<file path="src/include/uart_defines.svh">
`ifndef UART_DEFINES_SVH
`define UART_DEFINES_SVH

// APB address and data widths are fixed by the register map
`define UART_AW 8
`define UART_DW 32

// Byte offsets of the four registers
`define UART_OFS_CTRL0  8'h00
`define UART_OFS_CTRL1  8'h04
`define UART_OFS_TXDATA 8'h08
`define UART_OFS_RXDATA 8'h0C

// Smaller divisor writes are raised to this value
`define UART_DIV_MIN 4

// Bit period in clock cycles after reset
`define UART_DIV_RESET 16

`endif

</file>
<file path="src/logic/uart_pkg.sv">
`include "uart_defines.svh"

package uart_pkg;

    // Register index as seen on address bits 3:2
    typedef enum logic [1:0] {
        CTRL0  = 2'(`UART_OFS_CTRL0 >> 2),
        CTRL1  = 2'(`UART_OFS_CTRL1 >> 2),
        TXDATA = 2'(`UART_OFS_TXDATA >> 2),
        RXDATA = 2'(`UART_OFS_RXDATA >> 2)
    } uart_reg_e;

    typedef struct packed {
        logic                psel;
        logic                penable;
        logic                pwrite;
        logic [`UART_AW-1:0] paddr;
        logic [`UART_DW-1:0] pwdata;
    } apb_req_t;

    typedef struct packed {
        logic                pready;
        logic                pslverr;
        logic [`UART_DW-1:0] prdata;
    } apb_rsp_t;

    // The enable bit holds both serial engines in reset while it is low
    typedef struct packed {
        logic [30:0] rsvd;
        logic        enable;
    } uart_ctrl1_t;

    typedef struct packed {
        logic [22:0] rsvd;
        logic        tx_ready;
        logic [7:0]  data;
    } uart_txdata_t;

    typedef struct packed {
        logic [22:0] rsvd;
        logic        rx_valid;
        logic [7:0]  data;
    } uart_rxdata_t;

    // One byte moving between the register block and a serial engine
    typedef struct packed {
        logic       valid;
        logic [7:0] data;
    } byte_stream_t;

endpackage

</file>
<file path="src/logic/uart_regs.sv">
`timescale 1ns/1ps
`include "uart_defines.svh"

module uart_regs (
    input  logic                   clk_i,
    input  logic                   rst_n_i,
    input  uart_pkg::apb_req_t     apb_req_i,
    output uart_pkg::apb_rsp_t     apb_rsp_o,
    output logic [`UART_DW-1:0]    baud_div_o,
    output logic                   enable_o,
    output uart_pkg::byte_stream_t tx_stream_o,
    input  logic                   tx_ready_i,
    input  uart_pkg::byte_stream_t rx_stream_i,
    output logic                   rx_ack_o
);

    import uart_pkg::*;

    uart_reg_e    reg_idx;
    logic         access;
    logic         addr_bad;
    logic         wr_ok;
    logic         rd_rx;
    logic         tx_flag;
    logic         tx_load;
    logic         tx_valid;
    logic [7:0]   tx_data;
    uart_ctrl1_t  ctrl1;
    uart_txdata_t txdata;
    uart_rxdata_t rxdata;

    // Only the access cycle of a transfer does anything
    assign access   = apb_req_i.psel & apb_req_i.penable;
    assign reg_idx  = uart_reg_e'(apb_req_i.paddr[3:2]);
    assign addr_bad = apb_req_i.paddr > `UART_OFS_RXDATA;

    // RXDATA is read-only so a write there is dropped like an unmapped one
    assign wr_ok = access & apb_req_i.pwrite & !addr_bad & (reg_idx != RXDATA);
    assign rd_rx = access & !apb_req_i.pwrite & !addr_bad & (reg_idx == RXDATA);

    // A byte still waiting for the transmitter keeps the flag low
    assign tx_flag = tx_ready_i & !tx_valid;
    assign tx_load = wr_ok & (reg_idx == TXDATA) & tx_flag;

    always_ff @(posedge clk_i or negedge rst_n_i) begin
        if (!rst_n_i) begin
            baud_div_o <= `UART_DW'(`UART_DIV_RESET);
            enable_o   <= 1'b0;
        end else if (wr_ok) begin
            if (reg_idx == CTRL0) begin
                if (apb_req_i.pwdata < `UART_DW'(`UART_DIV_MIN)) begin
                    baud_div_o <= `UART_DW'(`UART_DIV_MIN);
                end else begin
                    baud_div_o <= apb_req_i.pwdata;
                end
            end
            if (reg_idx == CTRL1) begin
                enable_o <= apb_req_i.pwdata[0];
            end
        end
    end

    // Valid drops once the transmitter takes the byte or the engines are disabled
    always_ff @(posedge clk_i or negedge rst_n_i) begin
        if (!rst_n_i) begin
            tx_valid <= 1'b0;
        end else if (!enable_o) begin
            tx_valid <= 1'b0;
        end else if (tx_load) begin
            tx_valid <= 1'b1;
        end else if (tx_ready_i) begin
            tx_valid <= 1'b0;
        end
    end

    always_ff @(posedge clk_i) begin
        if (tx_load) begin
            tx_data <= apb_req_i.pwdata[7:0];
        end
    end

    assign tx_stream_o.valid = tx_valid;
    assign tx_stream_o.data  = tx_data;

    // The receiver clears its valid flag on the edge after this pulse
    always_ff @(posedge clk_i or negedge rst_n_i) begin
        if (!rst_n_i) begin
            rx_ack_o <= 1'b0;
        end else begin
            rx_ack_o <= rd_rx & rx_stream_i.valid;
        end
    end

    always_comb begin
        ctrl1           = '0;
        ctrl1.enable    = enable_o;
        txdata          = '0;
        txdata.tx_ready = tx_flag;
        txdata.data     = tx_data;
        rxdata          = '0;
        rxdata.rx_valid = rx_stream_i.valid;
        rxdata.data     = rx_stream_i.data;
    end

    // No wait states, read data straight from the register views
    always_comb begin
        apb_rsp_o.pready  = 1'b1;
        apb_rsp_o.pslverr = access & (addr_bad | (apb_req_i.pwrite & (reg_idx == RXDATA)));
        apb_rsp_o.prdata  = '0;
        if (!addr_bad) begin
            case (reg_idx)
                CTRL0:   apb_rsp_o.prdata = baud_div_o;
                CTRL1:   apb_rsp_o.prdata = ctrl1;
                TXDATA:  apb_rsp_o.prdata = txdata;
                RXDATA:  apb_rsp_o.prdata = rxdata;
                default: apb_rsp_o.prdata = '0;
            endcase
        end
    end

endmodule

</file>
<file path="src/logic/uart_rx.sv">
`timescale 1ns/1ps
`include "uart_defines.svh"

module uart_rx (
    input  logic                   clk_i,
    input  logic                   rst_n_i,
    input  logic [`UART_DW-1:0]    baud_div_i,
    input  logic                   rx_i,
    output uart_pkg::byte_stream_t rx_stream_o,
    input  logic                   rx_ack_i
);

    typedef enum logic [1:0] {
        RX_IDLE,
        RX_START,
        RX_DATA,
        RX_STOP
    } rx_state_e;

    rx_state_e           state;
    logic                rx_meta;
    logic                rx_sync;
    logic                rx_prev;
    logic [`UART_DW-1:0] baud_cnt;
    logic [2:0]          bit_idx;
    logic [7:0]          shift;
    logic [7:0]          data_q;
    logic                valid_q;
    logic                fall;
    logic                half_end;
    logic                bit_end;
    logic                frame_ok;

    // The line idles high, so the synchronizer resets to 1
    always_ff @(posedge clk_i or negedge rst_n_i) begin
        if (!rst_n_i) begin
            rx_meta <= 1'b1;
            rx_sync <= 1'b1;
            rx_prev <= 1'b1;
        end else begin
            rx_meta <= rx_i;
            rx_sync <= rx_meta;
            rx_prev <= rx_sync;
        end
    end

    assign fall     = rx_prev & !rx_sync;
    assign half_end = baud_cnt == (baud_div_i >> 1) - 1'b1;
    assign bit_end  = baud_cnt == baud_div_i - 1'b1;
    assign frame_ok = (state == RX_STOP) & bit_end & rx_sync;

    // After the start bit is confirmed at mid-bit every later sample lands mid-bit too
    always_ff @(posedge clk_i or negedge rst_n_i) begin
        if (!rst_n_i) begin
            state    <= RX_IDLE;
            baud_cnt <= '0;
            bit_idx  <= '0;
        end else begin
            case (state)
                RX_IDLE: begin
                    baud_cnt <= '0;
                    bit_idx  <= '0;
                    if (fall) begin
                        state <= RX_START;
                    end
                end
                RX_START: begin
                    baud_cnt <= half_end ? '0 : baud_cnt + 1'b1;
                    if (half_end) begin
                        // A glitch shorter than half a bit is not a start bit
                        state <= rx_sync ? RX_IDLE : RX_DATA;
                    end
                end
                RX_DATA: begin
                    baud_cnt <= bit_end ? '0 : baud_cnt + 1'b1;
                    if (bit_end) begin
                        bit_idx <= bit_idx + 1'b1;
                        if (bit_idx == 3'd7) begin
                            state <= RX_STOP;
                        end
                    end
                end
                RX_STOP: begin
                    baud_cnt <= bit_end ? '0 : baud_cnt + 1'b1;
                    if (bit_end) begin
                        state <= RX_IDLE;
                    end
                end
                default: state <= RX_IDLE;
            endcase
        end
    end

    always_ff @(posedge clk_i) begin
        if (state == RX_DATA && bit_end) begin
            shift <= {rx_sync, shift[7:1]};
        end
        if (frame_ok) begin
            data_q <= shift;
        end
    end

    // A new good frame wins over an acknowledge on the same edge
    always_ff @(posedge clk_i or negedge rst_n_i) begin
        if (!rst_n_i) begin
            valid_q <= 1'b0;
        end else if (frame_ok) begin
            valid_q <= 1'b1;
        end else if (rx_ack_i) begin
            valid_q <= 1'b0;
        end
    end

    assign rx_stream_o.valid = valid_q;
    assign rx_stream_o.data  = data_q;

endmodule

</file>
<file path="src/logic/uart_top.sv">
`timescale 1ns/1ps
`include "uart_defines.svh"

module uart_top (
    input  logic               clk_i,
    input  logic               rst_n_i,
    input  uart_pkg::apb_req_t apb_req_i,
    output uart_pkg::apb_rsp_t apb_rsp_o,
    input  logic               rx_i,
    output logic               tx_o
);

    import uart_pkg::*;

    logic [`UART_DW-1:0] baud_div;
    logic                enable;
    logic                eng_rst_n;
    logic                tx_ready;
    logic                rx_ack;
    byte_stream_t        tx_stream;
    byte_stream_t        rx_stream;

    // Engines stay in reset until software sets the CTRL1 enable bit
    assign eng_rst_n = rst_n_i & enable;

    uart_regs uart_regs_i (
        .clk_i       (clk_i),
        .rst_n_i     (rst_n_i),
        .apb_req_i   (apb_req_i),
        .apb_rsp_o   (apb_rsp_o),
        .baud_div_o  (baud_div),
        .enable_o    (enable),
        .tx_stream_o (tx_stream),
        .tx_ready_i  (tx_ready),
        .rx_stream_i (rx_stream),
        .rx_ack_o    (rx_ack)
    );

    uart_tx uart_tx_i (
        .clk_i       (clk_i),
        .rst_n_i     (eng_rst_n),
        .baud_div_i  (baud_div),
        .tx_stream_i (tx_stream),
        .tx_ready_o  (tx_ready),
        .tx_o        (tx_o)
    );

    uart_rx uart_rx_i (
        .clk_i       (clk_i),
        .rst_n_i     (eng_rst_n),
        .baud_div_i  (baud_div),
        .rx_i        (rx_i),
        .rx_stream_o (rx_stream),
        .rx_ack_i    (rx_ack)
    );

endmodule

</file>
<file path="src/logic/uart_tx.sv">
`timescale 1ns/1ps
`include "uart_defines.svh"

module uart_tx (
    input  logic                   clk_i,
    input  logic                   rst_n_i,
    input  logic [`UART_DW-1:0]    baud_div_i,
    input  uart_pkg::byte_stream_t tx_stream_i,
    output logic                   tx_ready_o,
    output logic                   tx_o
);

    typedef enum logic [1:0] {
        TX_IDLE,
        TX_START,
        TX_DATA,
        TX_STOP
    } tx_state_e;

    tx_state_e           state;
    logic [`UART_DW-1:0] baud_cnt;
    logic [2:0]          bit_idx;
    logic [7:0]          shift;
    logic                bit_end;
    logic                accept;

    // Last cycle of the current bit period
    assign bit_end = baud_cnt == baud_div_i - 1'b1;
    assign accept  = tx_ready_o & tx_stream_i.valid;

    always_ff @(posedge clk_i or negedge rst_n_i) begin
        if (!rst_n_i) begin
            state      <= TX_IDLE;
            baud_cnt   <= '0;
            bit_idx    <= '0;
            tx_ready_o <= 1'b0;
            tx_o       <= 1'b1;
        end else begin
            case (state)
                TX_IDLE: begin
                    baud_cnt <= '0;
                    bit_idx  <= '0;
                    if (accept) begin
                        state      <= TX_START;
                        tx_ready_o <= 1'b0;
                        tx_o       <= 1'b0;
                    end else begin
                        tx_ready_o <= 1'b1;
                    end
                end
                TX_START: begin
                    baud_cnt <= bit_end ? '0 : baud_cnt + 1'b1;
                    if (bit_end) begin
                        state <= TX_DATA;
                        tx_o  <= shift[0];
                    end
                end
                TX_DATA: begin
                    baud_cnt <= bit_end ? '0 : baud_cnt + 1'b1;
                    if (bit_end) begin
                        bit_idx <= bit_idx + 1'b1;
                        if (bit_idx == 3'd7) begin
                            state <= TX_STOP;
                            tx_o  <= 1'b1;
                        end else begin
                            tx_o <= shift[1];
                        end
                    end
                end
                TX_STOP: begin
                    baud_cnt <= bit_end ? '0 : baud_cnt + 1'b1;
                    // Ready again as soon as the stop bit has run its full period
                    if (bit_end) begin
                        state      <= TX_IDLE;
                        tx_ready_o <= 1'b1;
                    end
                end
                default: state <= TX_IDLE;
            endcase
        end
    end

    // LSB first, so the byte moves right one place per data bit
    always_ff @(posedge clk_i) begin
        if (accept) begin
            shift <= tx_stream_i.data;
        end else if (state == TX_DATA && bit_end) begin
            shift <= shift >> 1;
        end
    end

endmodule
</file>
<file path="config.mk">
export PLATFORM = sky130hd
export DESIGN_NAME = uart_top
export DESIGN_NICKNAME = d
export VERILOG_FILES = /design/src/logic/uart_pkg.sv /design/src/logic/uart_regs.sv /design/src/logic/uart_rx.sv /design/src/logic/uart_top.sv /design/src/logic/uart_tx.sv
export VERILOG_INCLUDE_DIRS = /design/src /design/src/include
export SDC_FILE = /design/constraint.sdc
export NUM_CORES = 1
export LEC_CHECK = 0
export BUFFER_PORTS_ARGS = -buffer_cell sky130_fd_sc_hd__buf_4
export CAP_MARGIN = 20
export CELL_PAD_IN_SITES_DETAIL_PLACEMENT = 0
export CELL_PAD_IN_SITES_GLOBAL_PLACEMENT = 2
export CORE_ASPECT_RATIO = 1.75
export CORE_UTILIZATION = 40
export CTS_BUF_LIST = sky130_fd_sc_hd__clkbuf_8
export DETAILED_ROUTE_END_ITERATION = 8
export PLACE_DENSITY = 0.94
export SLEW_MARGIN = 30
export SYNTH_ARGS = -nofsm -noshare
export SYNTH_HDL_FRONTEND = slang
export SYNTH_SLANG_ARGS = --single-unit
</file>
<file path="constraint.sdc">
create_clock -name clk_i -period 6.8 [get_ports clk_i]
set_clock_uncertainty 0.2 [all_clocks]
set_input_delay 1.36 -clock clk_i [delete_from_list [all_inputs] [get_ports clk_i]]
set_output_delay 1.36 -clock clk_i [all_outputs]
set_load 0.03 [all_outputs]
</file>
Word level (Yosys, flattened, before mapping)
Index checks and enable logic that the tools add are counted.
- divide/modulo/power cells: 0
- multiplexer cells: 40
- bitwise operators: 19
- magnitude comparators: 2
- multipliers: 0
- shifts and indexed selects: 0
- reduce and logical (&&, ||, !) cells: 25
- equal/unequal tests: 26
- add/subtract/negate cells: 6
- operators with widths (operator ; number):
    two-way mux 32 bit ; 5
    case mux 32 bit (4 select lines) ; 1
    == test 32 bit ; 3
    case mux 32 bit (3 select lines) ; 1
    adder 32 x 1 -> 32 bit, second input constant ; 2
    case mux 32 bit (2 select lines) ; 1
    < comparator 32 x 3 -> 1 bit, second input constant ; 1
    subtractor 31 x 1 -> 32 bit, second input constant ; 1
    subtractor 32 x 1 -> 32 bit, second input constant ; 1
    two-way mux 2 bit ; 11
    inequality test 2 x 1 -> 1 bit, second input constant ; 10
    AND 1 bit ; 18
    two-way mux 8 bit ; 2
    case mux 2 bit (4 select lines) ; 2
    == test 2 bit, second input constant ; 6
    case mux 3 bit (2 select lines) ; 2
    two-way mux 1 bit ; 11
    AND reduction 2 bit ; 5
    AND reduction 5 bit ; 2
    nonzero test 2 bit ; 5
    > comparator 8 x 4 -> 1 bit, second input constant ; 1
    adder 3 x 1 -> 3 bit, second input constant ; 2
    == test 2 x 1 -> 1 bit, second input constant ; 3
    == test 3 bit, second input constant ; 2
    13 further kinds ; 20
- register bits: 147
- memory bits (writable): 0
- bits in latches: 0
- logic and storage cells: 138
- memories: 0
- memory bits (read-only): 0

Depth between registers and ports, before layout
Gate-level depths: netlist (run 1).
- depth in word-level cells: 8
- mapped depth: 16

Hierarchy
From an unflattened synthesis (run 1), not the netlist that was laid out.
- cell total of the unflattened synthesis: 1151
- area, all modules: 10717.8 um^2
- by module, submodules not included (module ; area an instance (um^2) ; instances ; cells an instance):
    uart_rx ; 4954.8 ; 1 ; 579
    uart_tx ; 3504.6 ; 1 ; 391
    uart_regs ; 2252.2 ; 1 ; 180
    uart_top ; 6.3 ; 1 ; 1

Worst setup path before layout (run 1)
No wires, ideal clock.
- path kind: input to output
- from: input port apb_req_i[39] in the netlist's numbering
- to: output port apb_rsp_o[1] in the netlist's numbering
- data arrival time: 2.681 ns
- data required time: 5.240 ns
- path slack: 2.559 ns
- path buffers: 1
- stages on the path: 4
- cells stage by stage: nor4_1 > nand2_1 > clkbuf_1 > nor2_1
- RTL lines (element ; line ; source):
    start: declaration ; uart_top.sv:7 ; input uart_pkg::apb_req_t apb_req_i,
    end: declaration ; uart_top.sv:8 ; output uart_pkg::apb_rsp_t apb_rsp_o,

Final worst setup path (run 1)
- from: register uart_regs_i.baud_div_o[2]
- to: register uart_rx_i.baud_cnt[21]
- longest elaborated chain between the ends: 4
- elaborated cells on any way between the ends: 7
- classes of those cells: add/sub: 2; eq/ne: 2; mux: 3
- RTL lines (element ; line ; source):
    start: declaration ; uart_regs.sv:9 ; output logic [`UART_DW-1:0] baud_div_o,
    start signal: assignment ; uart_regs.sv:47 ; baud_div_o <= `UART_DW'(`UART_DIV_RESET);
    start signal: assignment ; uart_regs.sv:52 ; baud_div_o <= `UART_DW'(`UART_DIV_MIN);
    start signal: assignment ; uart_regs.sv:54 ; baud_div_o <= apb_req_i.pwdata;
    subtractor 32 x 1 -> 32 bit or subtractor 31 x 1 -> 32 bit (tied branches) ; uart_rx.sv:49, uart_rx.sv:48 ;
    == test 32 bit (on tied branches) ; uart_rx.sv:49, uart_rx.sv:48 ;
    two-way mux 32 bit (on tied branches) ; uart_rx.sv:75, uart_rx.sv:84, uart_rx.sv:68 ;
    case mux 32 bit (3 select lines) (*) ; uart_rx.sv:59 ; case (state)
    end signal: assignment ; uart_rx.sv:68 ; baud_cnt <= half_end ? '0 : baud_cnt + 1'b1;
    end signal: assignment ; uart_rx.sv:75 ; baud_cnt <= bit_end ? '0 : baud_cnt + 1'b1;
    end signal: assignment ; uart_rx.sv:84 ; baud_cnt <= bit_end ? '0 : baud_cnt + 1'b1;
    end: declaration ; uart_rx.sv:24 ; logic [`UART_DW-1:0] baud_cnt;
Mark *: on every way between the ends. The rest lies on a longest branch, timed or not.
A chain may end at the register's enable or synchronous reset.

==> impl_metrics.csv, run 1 <==
group,metric,value,unit
place,io_buffers,79,
cells_and_area,drive_gt1_frac,0.1791,
yosys,synthXorXnorAreaFrac,0.1688,
hold_path,min_path_cells,0,
yosys,synth_edf_count,32,
floorplan,die_w,122.5,um
clock_network,post_cts_buffers,0,
drt,met3_length,1555,um
timing,fin_crit_sh,0.7342,
pwr,p_per_area,195.8,nW/um2
grt,grt_max_degree,42,
grt,grt_pass1_wl,48590,um
pwr,leakagePower,4.764,nW
yosys,synthSimpleGateAreaFrac,0.2478,
timing,fmax,200.3,MHz
hold_path,hold_class,"register to register",
cells_and_area,fillerInstances,2438,
timing,worstMarginPinSlew,894.2,ps
yosys,synth.area.top_cells,"dfrtp_1, edfxtp_1, xnor2_1, xor2_1, mux2_2",
yosys,synth_warnings,0,
run,maxCapViolations,0,
clock_network,clk_latency,480,ps
yosys,synth.distinct_cells,77,
drt,wl_met1,11850,um
yosys,synth_nets,1147,
yosys,yosys.area.top_type_share,0.2709,
floorplan,die_h,212.8,um
critical_path,r2r_slack,1810,ps
hold_path,hold_end,"uart_rx_i.rx_sync",
timing,rsz0062_at_grt,"no",
clock_network,clkSlewWorstSetupHoldPaths,90,ps
cells_and_area,nets,1174,
yosys,synthCells,1088,
critical_path,path_max_fanout,32,
grt,antenna_found_initial,0,
cells_and_area,final_util,0.4540,
outcome,status,"completed",
critical_path,critPathTopFamily,"simple AND/OR/NAND/NOR gates",
timing,finalMaxSlewViolations,0,
floorplan,dieArea,26070,um2
floorplan,initial_core_util,0.4094,
timing,max-slew-margin-rel,0.3984,
drt,first_pass_iters,5,
place,finalWeightedCongestion,0.9569,
yosys,synth_ff_type,"dfrtp_1",
clock_network,cts_buffer_depth,2,
cells_and_area,mostFrequentLayoutCells,"nor2_1, dfrtp_1, xnor2_1",
critical_path,critPathLaunchType,"register",
grt,first_global_vias,8503,
drt,drt_iter0_drc,701,
place,dp.final_hpwl,23340,um
critical_path,cp.arrival,5140,ps
critical_path,crit_buf_inv,1,
critical_path,cp.required,6940,ps
yosys,synth_top_family_by_area,"simple AND/OR/NAND/NOR gates",
drt,wl,31440,um
drt,wl_per_cell,21.83,um
drt,avgViaCountPerCell,5.827,
floorplan,core_area,24820,um2
critical_path,cp-end-kind,"register",
drt,detail-route-antenna-nets,0,
critical_path,crit_path_top_delay_cell,"mux2_2",
yosys,netlist_area,10160,um2
floorplan,io_pins,81,
cells_and_area,diodes,0,
cells_and_area,regArea,3845,um2
yosys,synth_adder_area_share,0.01700,
yosys,synth_mux_area_frac,0.06145,
clock_network,cts_resized,0,
clock_network,cts_sinks,147,
cells_and_area,final_common_cell,"nor2_1",
clock_network,cts_inserted_buffers,17,
yosys,synthArstFlopShare,0.7823,
yosys,ys_seq_area_frac,0.3784,
yosys,synth_top_area_cell,"dfrtp_1",
cells_and_area,area_delta_synth_final,10.91,%
timing,fin_worst_hold_slack,160.5,ps
timing,setup_viol,0,
drt,num_vias,8391,
pwr,ir_drop,0.0001390,V
timing,fin_setup_tns,0,ps
yosys,synth_compound_area_frac,0.08325,
clock_network,cts_root_buf,"clkbuf_8",
critical_path,path_cells,"inv_1, ha_1, nor4b_4, nand3_1, or3_1, and2_1, xnor2_1, a311o_1, nor4_4, mux2_2, nor2_1",
floorplan,rows,76,
clock_network,cts_tree,"yes",
clock_network,cts_hold_buffers,0,
grt,grt_usage,0.2548,
critical_path,timing.rr.end,"uart_rx_i.baud_cnt[21]",
critical_path,critPathKind,"register to register",
critical_path,reg2reg_from,"uart_regs_i.baud_div_o[2]",
yosys,ys_seq_elements,147,
hold_path,min_from,"uart_rx_i.rx_meta",
drt,dr_wl_met2,15880,um
cells_and_area,multi_input_area,5913,um2
drt,drc,0,
drt,top_layer,"met4",
timing,layout_min_cycle_time,4992,ps
critical_path,slowest_delay,670,ps
grt,overflow,0,
clock_network,htreeDepth,4,
yosys,syn_avg_cell_area,9.338,um2
critical_path,r2r_cells,11,
timing,hold_viol,0,
-- registers in the layout, summed over array words and instances (netlist names), named ones only --
name	count
uart_regs_i.rx_ack_o	1
uart_regs_i.tx_valid	1
uart_tx_i.tx_o	1
uart_rx_i.rx_prev	1
uart_tx_i.shift	8
uart_rx_i.shift	8
uart_tx_i.bit_idx	3
uart_rx_i.state	1
uart_tx_i.tx_ready_o	1
uart_rx_i.rx_sync	1
uart_rx_i.data_q	8
uart_regs_i.enable_o	1
uart_tx_i.state	2
uart_regs_i.tx_data	8
uart_tx_i.baud_cnt	32
uart_rx_i.valid_q	1
uart_rx_i.rx_meta	1
uart_rx_i.bit_idx	3
uart_regs_i.baud_div_o	32
uart_rx_i.baud_cnt	32
-- worst max path at each step --
stage	slack, ps	start	end	depth (start not counted)
2_1_floorplan	2560	apb_req_i[39]	apb_rsp_o[1]	4
3_5_place_dp	1480	uart_regs_i.baud_div_o[2]	uart_rx_i.baud_cnt[21]	11
4_1_cts	1480	uart_regs_i.baud_div_o[2]	uart_rx_i.baud_cnt[21]	11
5_1_grt	1440	uart_regs_i.baud_div_o[2]	uart_rx_i.baud_cnt[21]	11
6_report	1810	uart_regs_i.baud_div_o[2]	uart_rx_i.baud_cnt[21]	11
3_3_place_gp	1550	uart_regs_i.baud_div_o[2]	uart_tx_i.baud_cnt[22]	11
-- final cells by class --
cell class	count	share of cell area
Clock buffer	17	0.02076
Clock inverter	15	0.01055
Inverter	19	0.006329
Multi-Input combinational cell	839	0.5248
Sequential cell	147	0.3412
Tap cell	312	0.03464
Timing Repair Buffer	91	0.06174
-- Yosys cell counts (7+ instances only) --
library cell and number:
nor2_1 128, dfrtp_1 110, xnor2_1 96, xor2_1 79
nand2_1 64, clkbuf_1 59, and3_1 50, mux2_2 48
nand3_1 37, edfxtp_1 32, nor4_1 28, nor3_1 26
o21ai_0 26, nand4_1 25, a21oi_1 21, inv_1 19
nor2b_1 14, ha_1 13, buf_2 12, or3_1 12
or4_1 10, and4_1 9, nand2b_1 9, or2_2 9
a22oi_1 8, nor3b_1 8, a22o_1 7, a31oi_1 7
nor4b_1 7
-- worst register-to-register path, stage by stage (launching register included) --
cell     delay, ps
dfrtp_1        460
inv_1          140
ha_1           400
nor4b_4        650
nand3_1        420
or3_1          450
and2_1         250
xnor2_1        160
a311o_1        370
nor4_4         550
mux2_2         670
nor2_1         150
-- metal layers --
metal  vias to the layer above  track usage
li1                       3910            -
met1                      4056       0.2799
met2                       310       0.4330
met3                       115      0.04434
met4                         0       0.1909
met5                         -            0
-- through the flow --
stage | std cells | setup slack [ps] | area, um2 | power [mW]
after floorplan | 1088 | 2559 | 10160 | 1.432
after global placement | 1407 | 1552 | 10880 | 1.582
after detailed placement | 1408 | 1484 | 10910 | 1.583
after CTS | 1440 | 1476 | 11260 | 2.229
after global routing | 1440 | 1436 | 11270 | 2.323
final | 1440 | 1808 | 11270 | 2.206
-- report_power, final --
part,switching [mW],internal (mW)
Sequential,0.107,0.944
Combinational,0.306,0.214
Clock,0.351,0.284
Total,0.764,1.44
-- cells by family after synthesis --
family,Yosys count
other cells,1
flops,147
mux,55
compound gates,122
xor+xnor,183
simple gates,464
fa+ha+maj,14
buf+inv,102
(Power assumes the default switching activity.)
==> run 2, diff against run 1 <==
--- a/config.mk
+++ b/config.mk
@@ -6,12 +6,13 @@
 export SDC_FILE = /design/constraint.sdc
 export NUM_CORES = 1
 export LEC_CHECK = 0
+export ABC_AREA = 1
 export BUFFER_PORTS_ARGS = -buffer_cell sky130_fd_sc_hd__buf_4
 export CAP_MARGIN = 20
 export CELL_PAD_IN_SITES_DETAIL_PLACEMENT = 0
 export CELL_PAD_IN_SITES_GLOBAL_PLACEMENT = 2
 export CORE_ASPECT_RATIO = 1.75
-export CORE_UTILIZATION = 40
+export CORE_UTILIZATION = 36
 export CTS_BUF_LIST = sky130_fd_sc_hd__clkbuf_8
 export DETAILED_ROUTE_END_ITERATION = 8
 export PLACE_DENSITY = 0.94
==> constraint.sdc (replaced) <==
create_clock -name clk_i -period 4.9 [get_ports clk_i]
set_clock_uncertainty 0.2 [all_clocks]
set_input_delay 0.98 -clock clk_i [delete_from_list [all_inputs] [get_ports clk_i]]
set_output_delay 0.98 -clock clk_i [all_outputs]
set_load 0.03 [all_outputs]
==> impl_metrics.csv, run 2 <==
group,metric,value,unit
clock_network,cts_hold_buffers,0,
hold_path,min_path_cells,0,
cells_and_area,drive_gt1_frac,0.1210,
cells_and_area,area_delta_synth_final,12.77,%
clock_network,post_cts_buffers,0,
drt,avgViaCountPerCell,5.216,
critical_path,critPathKind,"register to register",
drt,drt_iter0_drc,708,
clock_network,htreeDepth,4,
yosys,ys_seq_elements,147,
yosys,synth_common_cells,"nand2_1, nor2_1, inv_1",
cells_and_area,nets,1657,
drt,wl,40520,um
timing,layout_min_cycle_time,4385,ps
cells_and_area,fillerInstances,3125,
timing,fin_crit_sh,0.8950,
timing,fin_worst_hold_slack,161.3,ps
yosys,synth_warnings,0,
timing,max-slew-margin-rel,0.4619,
grt,overflow,0,
floorplan,dieArea,30360,um2
timing,rsz0062_at_grt,"no",
drt,num_vias,10400,
drt,drc,0,
yosys,synth_ff_type,"dfrtp_1",
run,maxCapViolations,0,
floorplan,io_pins,81,
grt,first_global_vias,10589,
floorplan,die_w,132.1,um
place,finalWeightedCongestion,0.9822,
clock_network,cts_buffer_depth,2,
clock_network,clk_latency,510,ps
clock_network,cts_inserted_buffers,17,
timing,setup_viol,0,
clock_network,clkSlewWorstSetupHoldPaths,90,ps
outcome,status,"completed",
drt,detail-route-antenna-nets,0,
yosys,syn_avg_cell_area,6.997,um2
critical_path,cp.arrival,4580,ps
clock_network,cts_root_buf,"clkbuf_8",
clock_network,cts_resized,0,
timing,finalMaxSlewViolations,0,
yosys,synth_edf_count,32,
yosys,synth.area.top_cells,"dfrtp_1, nand2_1, edfxtp_1, xor2_1, nand3_1",
floorplan,die_h,229.7,um
yosys,ys_seq_area_frac,0.3603,
yosys,netlist_area,10670,um2
grt,antenna_found_initial,2,
yosys,synthArstFlopShare,0.7823,
floorplan,core_area,29290,um2
cells_and_area,final_common_cell,"nand2_1",
clock_network,cts_tree,"yes",
yosys,synth.distinct_cells,49,
timing,fin_setup_tns,0,ps
critical_path,r2r_cells,16,
critical_path,cp.required,5090,ps
timing,worstMarginPinSlew,806.2,ps
yosys,synthCells,1525,
timing,hold_viol,0,
pwr,leakagePower,5.138,nW
critical_path,critPathLaunchType,"register",
critical_path,cp-end-kind,"register",
yosys,yosysMostFrequentCell,"nand2_1",
yosys,yosys.area.top_type_share,0.2580,
yosys,synth_nets,1584,
critical_path,path_max_fanout,21,
floorplan,rows,83,
place,dp.final_hpwl,33710,um
hold_path,hold_class,"register to register",
cells_and_area,top_regs,"uart_regs_i.baud_div_o (32), uart_rx_i.baud_cnt (32), uart_tx_i.baud_cnt (32)",
drt,wl_per_cell,20.32,um
cells_and_area,mostFrequentLayoutCells,"nand2_1, nor2_1, inv_1",
place,io_buffers,79,
grt,grt_pass1_wl,61750,um
yosys,synth_top_area_cell,"dfrtp_1",
timing,fmax,228.0,MHz
grt,grt_max_degree,65,
grt,grt_usage,0.2761,
pwr,p_per_area,266.0,nW/um2
clock_network,cts_sinks,147,
floorplan,initial_core_util,0.3644,
drt,first_pass_iters,8,
pwr,ir_drop,0.0002262,V
-- run 2: cell types whose count changed after synthesis, moves of 15 or more --
cell | previous run | this run
nor2_2 | 0 | 15
clkbuf_1 | 59 | 17
xnor2_1 | 96 | 19
nand3_1 | 37 | 139
inv_1 | 19 | 164
o21ai_0 | 26 | 65
nor2_1 | 128 | 180
mux2_2 | 48 | 0
and3_1 | 50 | 0
nor4_1 | 28 | 13
nand2_1 | 64 | 424
a21oi_2 | 0 | 15
nor3_1 | 26 | 63
-- run 2: path summary, 6_finish.rpt --
kind                                           start                     end  slack [ps]
max                        uart_regs_i.baud_div_o[2]  uart_rx_i.baud_cnt[30]         510
max in group asynchronous                    rst_n_i  uart_tx_i.baud_cnt[19]        2840
min in group asynchronous                    rst_n_i    uart_regs_i.enable_o         220
min reg2reg                        uart_rx_i.rx_meta       uart_rx_i.rx_sync         160
max reg2reg                uart_regs_i.baud_div_o[2]  uart_rx_i.baud_cnt[30]         510
min                                uart_rx_i.rx_meta       uart_rx_i.rx_sync         160
-- run 2: layer usage --
metal	vias to the layer above	wire (um)	track usage	part of all wire
met4	0	2667	0.1871	0.066
met2	317	20750	0.4955	0.51
met5	-	0	0	0
li1	5083	-	-	-
met1	4903	15630	0.3031	0.39
met3	97	1469	0.03197	0.036
-- run 2: cells by family after synthesis --
kind of cell | count (synthesis) | synth area share
buffers and inverters | 208 | 0.08114
AO/OA/AOI/OAI | 126 | 0.06895
AND/OR/NAND/NOR | 927 | 0.3881
adder cells (fa/ha/maj) | 13 | 0.01524
other | 1 | 0.0003514
flip-flops | 147 | 0.3603
XOR/XNOR | 103 | 0.08584
-- run 2: per-stage QoR --
| stage | instance area (um2) | instances | power [mW] | setup WS, ps | utilization |
|---|---|---|---|---|---|
| finish | 12030 | 1994 | 3.201 | 514.6 | 0.4109 |
| global placement | 11630 | 1961 | 2.225 | 624.5 | 0.3971 |
| detailed placement | 11630 | 1961 | 2.227 | 546.0 | 0.3971 |
| floorplan | 10670 | 1525 | 1.975 | 1164 | - |
| CTS | 12030 | 1993 | 3.230 | 516.3 | 0.4108 |
| global route | 12030 | 1994 | 3.384 | 255.4 | 0.4109 |
-- run 2: power breakdown --
part           switching, mW  total (mW)  internal [mW]
Clock                  0.500       0.998          0.498
Sequential             0.144        1.48           1.33
Combinational          0.473       0.727          0.254
-- run 2: final cells by class --
cell class	count	area, um2	area share
diodes	1	2.502	0.0002080
clock buffers	17	234.0	0.01944
clock inverters	15	167.7	0.01393
inverters	171	643.1	0.05345
multi-input cells	1170	5967	0.4959
flip-flops and latches	147	3845	0.3195
well taps	382	478.0	0.03972
repair buffers	91	695.7	0.05781
-- run 2: critical path, stage by stage (launching register included) --
cell	delay, ps
dfrtp_1	420
inv_1	160
ha_1	280
inv_1	60
nor2_1	160
nand2_1	160
nor2_4	350
nand2_1	240
o21ai_2	230
nand2_1	190
nand2_1	110
nand3_1	170
nor2_1	300
nand3_2	160
o21ai_4	630
nand2_1	220
and2_1	200
